`src/include/lsu_defs.svh`:
```
`ifndef LSU_DEFS_SVH
`define LSU_DEFS_SVH

// data path and address width
`define LSU_DATA_W 32

// register file index width
`define LSU_REG_ADDR_W 5

// operations allowed in flight between issue and completion
`define LSU_QUEUE_DEPTH 4

`define LSU_OP_W 4

`endif

```
`src/lsu_op_pkg.sv`:
```
`include "lsu_defs.svh"

package lsu_op_pkg;

   typedef enum logic [`LSU_OP_W-1:0] {
      op_ld_b,
      op_ld_h,
      op_ld_w,
      op_ld_bu,
      op_ld_hu,
      op_st_b,
      op_st_h,
      op_st_w
   } lsu_op_e;

   typedef enum logic [1:0] {
      size_byte,
      size_half,
      size_word
   } lsu_size_e;

   typedef struct packed {
      logic      is_store;
      logic      is_unsigned;
      lsu_size_e size;
   } lsu_decoded_t;

   function automatic lsu_decoded_t lsu_decode(lsu_op_e op);
      lsu_decoded_t d;
      d.is_store    = op inside {op_st_b, op_st_h, op_st_w};
      d.is_unsigned = op inside {op_ld_bu, op_ld_hu};
      case (op)
         op_ld_b, op_ld_bu, op_st_b: d.size = size_byte;
         op_ld_h, op_ld_hu, op_st_h: d.size = size_half;
         default:                    d.size = size_word;
      endcase
      return d;
   endfunction

endpackage

```
`src/lsu_mem_pkg.sv`:
```
`include "lsu_defs.svh"

package lsu_mem_pkg;

   import lsu_op_pkg::*;

   typedef logic [`LSU_DATA_W-1:0]   lsu_addr_t;
   typedef logic [`LSU_DATA_W-1:0]   lsu_data_t;
   typedef logic [`LSU_DATA_W/8-1:0] lsu_strb_t;
   typedef logic [`LSU_REG_ADDR_W-1:0] lsu_reg_t;

   // holds 0 .. LSU_QUEUE_DEPTH
   typedef logic [$clog2(`LSU_QUEUE_DEPTH+1)-1:0] lsu_credit_t;

   // bookkeeping kept for each accepted operation until it completes
   typedef struct packed {
      logic [1:0] lane;
      lsu_size_e  size;
      logic       is_unsigned;
      logic       is_store;
      logic       ale;
      lsu_reg_t   rd;
      logic       wen;
   } lsu_pending_t;

   typedef struct packed {
      lsu_data_t data;
      lsu_reg_t  rd;
      logic      wen;
   } lsu_result_t;

   // one request from the execute stage
   typedef struct packed {
      lsu_op_e   op;
      lsu_data_t base;
      lsu_data_t offset;
      lsu_data_t wdata;
      lsu_reg_t  rd;
      logic      wen;
   } lsu_exec_req_t;

endpackage

```
`src/lsu_issue.sv`:
```
`include "lsu_defs.svh"

module lsu_issue
   import lsu_op_pkg::*, lsu_mem_pkg::*;
(
   input  logic          clk,
   input  logic          rst,

   input  logic          valid_e,
   input  lsu_exec_req_t exec_req,

   output logic          data_req,
   output lsu_addr_t     data_addr,
   output logic          data_wr,
   output lsu_strb_t     data_wstrb,
   output lsu_data_t     data_wdata,
   input  logic          data_addr_ok,

   output logic          lsu_ecl_ale_e,
   output logic          lsu_addr_finish,

   output logic          push,
   output lsu_pending_t  push_entry,
   input  logic          credit_return
);

   lsu_decoded_t dec;
   lsu_addr_t    addr;
   logic [1:0]   lane;
   logic         misaligned;
   logic         has_credit;
   lsu_strb_t    strb;
   lsu_credit_t  credits;

   assign dec  = lsu_decode(exec_req.op);
   assign addr = exec_req.base + exec_req.offset;
   assign lane = addr[1:0];

   always_comb begin
      case (dec.size)
         size_half: misaligned = lane[0];
         size_word: misaligned = (lane != 2'b00);
         default:   misaligned = 1'b0;
      endcase
   end

   assign has_credit    = (credits != '0);
   assign lsu_ecl_ale_e = valid_e & misaligned;

   // misaligned accesses stay off the bus
   assign data_req = valid_e & has_credit & ~misaligned;

   // a misaligned access completes its address phase without the bus
   assign lsu_addr_finish = (data_req & data_addr_ok) | (lsu_ecl_ale_e & has_credit);
   assign push            = lsu_addr_finish;

   assign data_addr = addr;
   assign data_wr   = dec.is_store;

   always_comb begin
      case (dec.size)
         size_byte: begin
            strb       = 4'b0001 << lane;
            data_wdata = {4{exec_req.wdata[7:0]}};
         end
         size_half: begin
            strb       = 4'b0011 << lane;
            data_wdata = {2{exec_req.wdata[15:0]}};
         end
         default: begin
            strb       = 4'b1111;
            data_wdata = exec_req.wdata;
         end
      endcase
   end

   // loads write no lanes
   assign data_wstrb = dec.is_store ? strb : '0;

   assign push_entry = '{
      lane:        lane,
      size:        dec.size,
      is_unsigned: dec.is_unsigned,
      is_store:    dec.is_store,
      ale:         misaligned,
      rd:          exec_req.rd,
      wen:         exec_req.wen
   };

   // one credit per free slot in the pending queue
   always_ff @(posedge clk) begin
      if (rst) begin
         credits <= lsu_credit_t'(`LSU_QUEUE_DEPTH);
      end else begin
         case ({push, credit_return})
            2'b10:   credits <= credits - 1'b1;
            2'b01:   credits <= credits + 1'b1;
            default: credits <= credits;
         endcase
      end
   end

endmodule

```
`src/lsu_pending_queue.sv`:
```
`include "lsu_defs.svh"

module lsu_pending_queue
   import lsu_mem_pkg::*;
#(
   parameter int DEPTH = `LSU_QUEUE_DEPTH
) (
   input  logic         clk,
   input  logic         rst,

   input  logic         push,
   input  lsu_pending_t push_entry,

   output logic         head_valid,
   output lsu_pending_t head,
   input  logic         pop,

   output logic         credit_return
);

   localparam int PTR_W = $clog2(DEPTH);

   lsu_pending_t     entries [DEPTH];
   logic [PTR_W-1:0] wr_ptr;
   logic [PTR_W-1:0] rd_ptr;
   logic [PTR_W:0]   count;
   logic             do_pop;

   assign head_valid = (count != '0);
   assign head       = entries[rd_ptr];
   assign do_pop     = pop & head_valid;

   // the issue stage never pushes without a credit
   always_ff @(posedge clk) begin
      if (push) begin
         entries[wr_ptr] <= push_entry;
      end
   end

   always_ff @(posedge clk) begin
      if (rst) begin
         wr_ptr        <= '0;
         rd_ptr        <= '0;
         count         <= '0;
         credit_return <= 1'b0;
      end else begin
         if (push) begin
            wr_ptr <= wr_ptr + 1'b1;
         end
         if (do_pop) begin
            rd_ptr <= rd_ptr + 1'b1;
         end
         case ({push, do_pop})
            2'b10:   count <= count + 1'b1;
            2'b01:   count <= count - 1'b1;
            default: count <= count;
         endcase
         credit_return <= do_pop;
      end
   end

endmodule

```
`src/lsu_result_align.sv`:
```
`include "lsu_defs.svh"

module lsu_result_align
   import lsu_op_pkg::*, lsu_mem_pkg::*;
(
   input  logic         clk,
   input  logic         rst,

   input  logic         head_valid,
   input  lsu_pending_t head,
   output logic         pop,

   input  logic         data_data_ok,
   input  lsu_data_t    data_rdata,

   output logic         lsu_finish_m,
   output lsu_result_t  result
);

   localparam int HOLD_DEPTH = `LSU_QUEUE_DEPTH;
   localparam int HOLD_PTR_W = $clog2(HOLD_DEPTH);

   lsu_data_t             hold_mem [HOLD_DEPTH];
   logic [HOLD_PTR_W-1:0] hold_wr;
   logic [HOLD_PTR_W-1:0] hold_rd;
   logic [HOLD_PTR_W:0]   hold_cnt;
   logic                  hold_any;
   logic                  hold_push;
   logic                  hold_pop;
   logic                  mem_done;
   lsu_data_t             load_word;
   lsu_data_t             shifted;
   lsu_data_t             ext;

   // read data that arrives while an exception entry is at the head
   // belongs to a later entry and waits here
   assign hold_any  = (hold_cnt != '0);
   assign load_word = hold_any ? hold_mem[hold_rd] : data_rdata;

   assign mem_done  = head_valid & ~head.ale & (hold_any | data_data_ok);
   assign pop       = (head_valid & head.ale) | mem_done;
   assign hold_pop  = mem_done & hold_any;
   assign hold_push = data_data_ok & ~(mem_done & ~hold_any);

   always_ff @(posedge clk) begin
      if (hold_push) begin
         hold_mem[hold_wr] <= data_rdata;
      end
   end

   always_ff @(posedge clk) begin
      if (rst) begin
         hold_wr  <= '0;
         hold_rd  <= '0;
         hold_cnt <= '0;
      end else begin
         if (hold_push) begin
            hold_wr <= hold_wr + 1'b1;
         end
         if (hold_pop) begin
            hold_rd <= hold_rd + 1'b1;
         end
         case ({hold_push, hold_pop})
            2'b10:   hold_cnt <= hold_cnt + 1'b1;
            2'b01:   hold_cnt <= hold_cnt - 1'b1;
            default: hold_cnt <= hold_cnt;
         endcase
      end
   end

   // bring the addressed lane down to bit 0
   assign shifted = load_word >> {head.lane, 3'b000};

   always_comb begin
      case (head.size)
         size_byte: begin
            if (head.is_unsigned) begin
               ext = {24'h0, shifted[7:0]};
            end else begin
               ext = {{24{shifted[7]}}, shifted[7:0]};
            end
         end
         size_half: begin
            if (head.is_unsigned) begin
               ext = {16'h0, shifted[15:0]};
            end else begin
               ext = {{16{shifted[15]}}, shifted[15:0]};
            end
         end
         default: ext = load_word;
      endcase
      if (head.is_store || head.ale) begin
         ext = '0;
      end
   end

   always_ff @(posedge clk) begin
      if (rst) begin
         lsu_finish_m <= 1'b0;
      end else begin
         lsu_finish_m <= pop;
      end
   end

   always_ff @(posedge clk) begin
      if (pop) begin
         result <= '{data: ext, rd: head.rd, wen: head.wen};
      end
   end

endmodule

```
`src/lsu_top.sv`:
```
module lsu_top
   import lsu_mem_pkg::*;
(
   input  logic          clk,
   input  logic          rst,

   // execute stage
   input  logic          valid_e,
   input  lsu_exec_req_t exec_req,
   output logic          lsu_addr_finish,
   output logic          lsu_ecl_ale_e,

   // data bus
   output logic          data_req,
   output lsu_addr_t     data_addr,
   output logic          data_wr,
   output lsu_strb_t     data_wstrb,
   output lsu_data_t     data_wdata,
   input  logic          data_addr_ok,
   input  logic          data_data_ok,
   input  lsu_data_t     data_rdata,

   // memory stage writeback
   output logic          lsu_finish_m,
   output lsu_data_t     read_result_m,
   output lsu_reg_t      lsu_ecl_rd_m,
   output logic          lsu_ecl_wen_m
);

   logic         push;
   lsu_pending_t push_entry;
   logic         credit_return;
   logic         head_valid;
   lsu_pending_t head;
   logic         pop;
   lsu_result_t  result;

   lsu_issue u_issue (
      .clk             (clk),
      .rst             (rst),
      .valid_e         (valid_e),
      .exec_req        (exec_req),
      .data_req        (data_req),
      .data_addr       (data_addr),
      .data_wr         (data_wr),
      .data_wstrb      (data_wstrb),
      .data_wdata      (data_wdata),
      .data_addr_ok    (data_addr_ok),
      .lsu_ecl_ale_e   (lsu_ecl_ale_e),
      .lsu_addr_finish (lsu_addr_finish),
      .push            (push),
      .push_entry      (push_entry),
      .credit_return   (credit_return)
   );

   lsu_pending_queue u_queue (
      .clk           (clk),
      .rst           (rst),
      .push          (push),
      .push_entry    (push_entry),
      .head_valid    (head_valid),
      .head          (head),
      .pop           (pop),
      .credit_return (credit_return)
   );

   lsu_result_align u_align (
      .clk          (clk),
      .rst          (rst),
      .head_valid   (head_valid),
      .head         (head),
      .pop          (pop),
      .data_data_ok (data_data_ok),
      .data_rdata   (data_rdata),
      .lsu_finish_m (lsu_finish_m),
      .result       (result)
   );

   assign read_result_m = result.data;
   assign lsu_ecl_rd_m  = result.rd;
   assign lsu_ecl_wen_m = result.wen;

endmodule

```
`config.mk`:
```
export PLATFORM = sky130hd
export DESIGN_NAME = lsu_top
export DESIGN_NICKNAME = d
export VERILOG_FILES = /design/src/lsu_op_pkg.sv /design/src/lsu_mem_pkg.sv /design/src/lsu_issue.sv /design/src/lsu_pending_queue.sv /design/src/lsu_result_align.sv /design/src/lsu_top.sv
export VERILOG_INCLUDE_DIRS = /design/src /design/src/include
export SDC_FILE = /design/constraint.sdc
export NUM_CORES = 1
export LEC_CHECK = 0
export BUFFER_PORTS_ARGS = -buffer_cell sky130_fd_sc_hd__buf_2
export CAP_MARGIN = 40
export CORE_MARGIN = 1
export CORE_UTILIZATION = 55
export CTS_CLUSTER_DIAMETER = 150
export DETAILED_ROUTE_END_ITERATION = 8
export PLACE_DENSITY = 0.8
export SLEW_MARGIN = 20
export SYNTH_ARGS = -nofsm -noshare
export SYNTH_HDL_FRONTEND = slang
export SYNTH_SLANG_ARGS = --single-unit
```
`constraint.sdc`:
```
create_clock -name clk -period 4.1 [get_ports clk]
set_input_delay 0.205 -clock clk [delete_from_list [all_inputs] [get_ports clk]]
set_output_delay 0.205 -clock clk [all_outputs]
set_load 0.005 [all_outputs]
```
### Yosys cells after proc, flatten, opt, wreduce, memory -nomap -nowiden

Memory sizes are Yosys's and may differ from the RTL's. A register that Yosys moved wholly into a read port is not among the register bits.
Cells that the tools add are included.

* $add $sub $neg: 11
* multiply operators: 0
* div/mod/pow operators: 0
* magnitude comparators: 0
* eq/ne operators: 15
* shift operators: 3
* multiplexer cells: 20
* bitwise gates (word level): 19
* reductions and logical operators: 15

Operator list (number)
* case mux 32 bit (2 select lines): 2
* two-way mux 32 bit: 3
* adder 32 bit: 1
* right shift 32 x 5 -> 16 bit: 1
* case mux 3 bit (2 select lines): 3
* == test 4 x 3 -> 1 bit (second input constant): 4
* AND 1 bit: 12
* nonzero test 3 bit: 4
* == test 2 x 1 -> 1 bit (second input constant): 5
* nonzero test 2 bit: 5
* adder 3 x 1 -> 3 bit (second input constant): 3
* subtractor 3 x 1 -> 3 bit (second input constant): 3
* adder 2 x 1 -> 2 bit (second input constant): 4
* == test 2 bit (second input constant): 4
* two-way mux 2 bit: 4
* case mux 4 bit (2 select lines): 1
* OR reduction 3 bit: 2
* == test 4 x 1 -> 1 bit (second input constant): 1
* == test 4 x 2 -> 1 bit (second input constant): 1
* logical NOT 2 bit: 2
* logical NOT 4 bit: 1
* two-way mux 1 bit: 4
* two-way mux 4 bit: 1
* NOT 1 bit: 4
* other kinds (6): 8

* bits in registers: 57
* bits in latches: 0
* RAM bits: 180
* ROM bits: 0
* input bits: 143
* memories: 2

Memory list
* u_align.hold_mem: words 4, width 32, read ports 1, clocked after memory_dff 1, write ports 1, RTL line lsu_result_align.sv:23 `lsu_data_t hold_mem [HOLD_DEPTH];`
* u_queue.entries: words 4, width 13, read ports 1, clocked after memory_dff 1, write ports 1, RTL line lsu_pending_queue.sv:23 `lsu_pending_t entries [DEPTH];`

### Logic depth before layout (Yosys ltp)

* depth after elaboration: 11
* gate-level depth with buffers: 13
* depth with buffers taken out: 12

### Modules after synthesis

From an unflattened synthesis, not the netlist that was laid out.

* cell total of the unflattened synthesis: 908
* area, all modules: 12318.1 µm²

By module, submodules not included
* lsu_result_align: instances 1, cells an instance 420, area each 7359.6 µm²
* lsu_issue: instances 1, cells an instance 371, area each 2593.7 µm²
* lsu_pending_queue: instances 1, cells an instance 117, area each 2364.8 µm²

### Worst setup path before layout

Ideal clock, no wire load.

* kind: flip-flop to flip-flop
* from: reg with a tool-made name
* to: reg u_align.result[0] (netlist name)
* library setup time: 0.433 ns
* arrival time: 2.685 ns
* setup slack: 0.981 ns
* stages on the path, launching flop included: 5
* period minus slack after synthesis: 3.119 ns
* path through: dfxtp_1 > buf_1 > mux4_2 > nor3_1 > nor2_1

==> out/qor.txt <==
Distinct cells, synth: 65
switch share: 0.344
GR Util All Layers: 0.267
FFs w/ async S/R, synth: 0
die width: 151 um
Syn Std Cell Area: 0.0123 mm2
routed via count: 9,105
routed len/inst: 20.0 um
Clk pwr share: 0.239
Detailed Routing Iterations Pass 1: 6
Largest delay share family, worst path: multiplexers
cell count after synthesis: 954
area growth from synthesis to layout: 21.4%
Peak Freq: 303 MHz
die height: 151 um
Worst Tran Pin Value: 0.937 ns
Critical-path top delay cell: mux4_2
share of cells above drive strength 1: 0.305
Hold/Removal Path Class: in -> reg
total number of yosys warnings: 0
crit-path cells: mux4_2 -> mux2i_1 -> mux2i_1 -> a21oi_2 -> nor3_2 -> a31oi_4 -> o21ai_0
Power Dens Cells: 620 mW/mm2
Synth area leaders: edfxtp_1 (53%), mux4_2 (8.3%), ha_1 (4.3%)
core area: 0.0218 mm2
hold path depth: 1
setup violators final: 0
fin util: 0.683
worst path required time: 4.30 ns
sequential share of power: 0.388
DRC Markers: 0
Hold Path Sink: u_align.hold_mem[0][24]$_DFFE_PP_
Post-CTS Setup Bufs: 0
Worst slew margin: 0.367
Leak Pwr: 0.00588 uW
Worst EP arrival: 3.49 ns
Final TNS setup: 0 ns
most frequent CP cell: mux2i_1
slack of the worst reg-to-reg path: 0.80 ns
TritonCTS Buffers: 23
net count after synthesis: 1,143
crit path kind: reg -> reg
WP buf/inv: 0
crit-path max cell delay: 0.91 ns
Std-Cell Rows: 54
io pins: 254
NumNets Final: 1,420
post-synth top area share: 0.534
CTS root buf: clkbuf_16
Int Pwr: 6050 uW
register area share after synthesis: 0.571
P_sw: 3170 uW
max cap viols: 0
post-synth top area cell: edfxtp_1
gpl congestion: 0.892
RSZ-0062 raised after global routing: no
share of the clock period used by the worst path: 0.804
logic gate share of total power: 0.373
Tmin final: 3.30 ns
Final ANT Viol Nets: 0
crit end category: register
vias in the first global route: 9,049
first-pass GRT wire length: 47,300 um
gr ovfl total: 0
starting density of the core: 0.562
Post-DP HPWL: 20,400 um
Vias/cell: 5.96
status: completed
Clock Skew: 0.0146 ns
most common flop cell mapped by yosys: edfxtp_1
Max rail drop VDD: 0.000400 V
crit-path max FO: 31
CTS Buffer Depth: 3
1st-iter DRT viols: 803
HP Start: data_rdata[24]
Post-Route WL: 30,500 um
clk slew on worst S/H paths: 0.06 ns
H-Tree Depth: 1
Post-synth EDFFs: 218
largest net degree at the start of global routing: 42
syn avg cell area: 12.9 um2
CTS tree: yes
R2R Path End: u_align.result[32]$_SDFFCE_PP0N_
CTS Sinks: 241
max-slew violations: 0
endpoints failing hold: 0
Clk Latency, worst-skew pair: 0.50 ns
post-synthesis register bit count: 241
# port buffers: 253
number of antenna violations at the first check in global routing: 1
Reg2Reg Depth: 7
Die ar.: 0.0229 mm2
startpoint types: register
## cells in the final DEF, fill, tap and decap left out, types with 5 or more instances in the layout
cell / n
buf_2: 253
edfxtp_1: 218
nand2_1: 110
nor2_1: 65
a21oi_1: 56
mux4_2: 45
ha_1: 42
inv_1: 37
dlygate4sd3_1: 37
o21ai_0: 28
clkbuf_16: 23
mux2i_1: 22
xnor2_1: 22
dfxtp_1: 22
a211oi_1: 18
a21o_1: 17
xor2_1: 17
nor3_1: 16
nor2b_1: 15
and2_1: 12
buf_4: 12
o21ai_2: 10
nand3_1: 9
mux2_2: 8
nand4_1: 8
a22oi_1: 8
a222oi_1: 7
o22ai_1: 7
or3_1: 6
o211ai_1: 6
nand2b_1: 5
o31a_1: 5
bufinv_16: 5
## worst register-to-register path, cell delays in order, from the launching register on
cell and delay, ns:
dfxtp_1 0.55, mux4_2 0.91, mux2i_1 0.32, mux2i_1 0.14
a21oi_2 0.20, nor3_2 0.08, a31oi_4 0.58, o21ai_0 0.22
## worst max path at each step
stage | startpoint | cells past startpoint | slack, ns | endpoint
floorplan | register | 4 | 0.98 | u_align.result[0]$_DFFE_PN_
global placement | exec_req[38] | 13 | 0.95 | u_issue.credits[2]$_SDFFE_PP1P_
detailed placement | exec_req[38] | 13 | 0.81 | u_issue.credits[2]$_SDFFE_PP1P_
CTS | register | 7 | 0.80 | u_align.result[32]$_SDFFCE_PP0N_
global route | register | 7 | 0.55 | u_align.result[33]$_SDFFCE_PP0N_
finish | register | 7 | 0.80 | u_align.result[32]$_SDFFCE_PP0N_
## cells in the mapped netlist, drive strengths merged, types with 3 or more instances
cell / n
o211ai: 6
o21ai: 39
mux2: 8
xnor2: 22
mux4: 45
dfxtp: 23
nand3: 9
clkbuf: 27
nor3: 18
a211oi: 18
o221ai: 3
a21o: 17
nor2: 67
nand4: 8
o22ai: 7
fa: 4
or2: 5
nand2: 110
edfxtp: 218
and2: 12
o31a: 5
or3: 6
xor2: 17
mux2i: 22
buf: 25
a31oi: 3
nor2b: 15
a22oi: 8
a222oi: 7
ha: 42
nand2b: 6
o31ai: 3
inv: 38
o21bai: 4
o21a: 4
o311ai: 3
a21oi: 58
## through the flow
stage / power [uW] / hold WS, ns / setup slack [ns] / cells / area, um2
finish: 9230 / 0.0161 / 0.804 / 1527 / 14900
global route: 9650 / 0.0232 / 0.546 / 1527 / 14900
CTS: 9180 / 0.00219 / 0.798 / 1525 / 14900
detailed placement: 6910 / 0.426 / 0.807 / 1448 / 13700
global placement: 6740 / 0.422 / 0.948 / 1447 / 13700
floorplan: 5790 / 0.304 / 0.981 / 954 / 12300
## routing by layer
| metal | routed length, um | global-route usage | vias up | share of wire |
|---|---|---|---|---|
| met5 | 0 | 0 | - | 0 |
| met4 | 1130 | 0.102 | 0 | 0.037 |
| met3 | 2540 | 0.0319 | 98 | 0.083 |
| met2 | 15300 | 0.470 | 531 | 0.50 |
| met1 | 11500 | 0.337 | 4317 | 0.38 |
| li1 | - | - | 4159 | - |
## kinds of logic (layout without fill, tap and decap cells)
kind of cell	after synthesis	count (layout)	synth area share
multiplexers	75	75	0.108
AND/OR/NAND/NOR	268	268	0.101
adder cells (fa/ha/maj)	46	46	0.0494
AO/OA/AOI/OAI	195	195	0.107
buffers and inverters	90	382	0.0352
flip-flops	241	241	0.571
XOR/XNOR	39	39	0.0278
other	0	1	0
## power by group through the flow
| stage | logic [uW] | registers, uW | clock network, uW |
|---|---|---|---|
| 2_1_floorplan | 2220 | 3570 | 0 |
| 3_3_place_gp | 3120 | 3620 | 0 |
| 3_5_place_dp | 3280 | 3630 | 0 |
| 4_1_cts | 3370 | 3590 | 2220 |
| 5_1_grt | 3710 | 3630 | 2310 |
| 6_report | 3440 | 3580 | 2200 |
## layout make-up
| class | count | area (um2) |
|---|---|---|
| tap | 280 | 350 |
| inverter | 38 | 143 |
| timing repair buffer | 304 | 1770 |
| multi-input combinational | 623 | 4840 |
| clock inverter | 13 | 191 |
| antenna | 1 | 2.50 |
| sequential | 241 | 7010 |
| clock buffer | 27 | 591 |
| fill | 1476 | 6930 |
## sequential cells by signal (all words and copies together) (netlist names), named ones only
signal	count
u_align.hold_cnt	3
u_align.hold_mem	128
u_align.hold_rd	2
u_align.hold_wr	2
u_align.lsu_finish_m	1
u_align.result	38
u_issue.credits	3
u_queue.count	3
u_queue.credit_return	1
u_queue.entries	52
u_queue.rd_ptr	2
u_queue.wr_ptr	2
## timing repair
action	in CTS	in global routing
resized for setup	0	0
hold buffers	37	0
endpoints found under the hold margin	148	0
No activity file was read; power rests on OpenSTA's default activity.
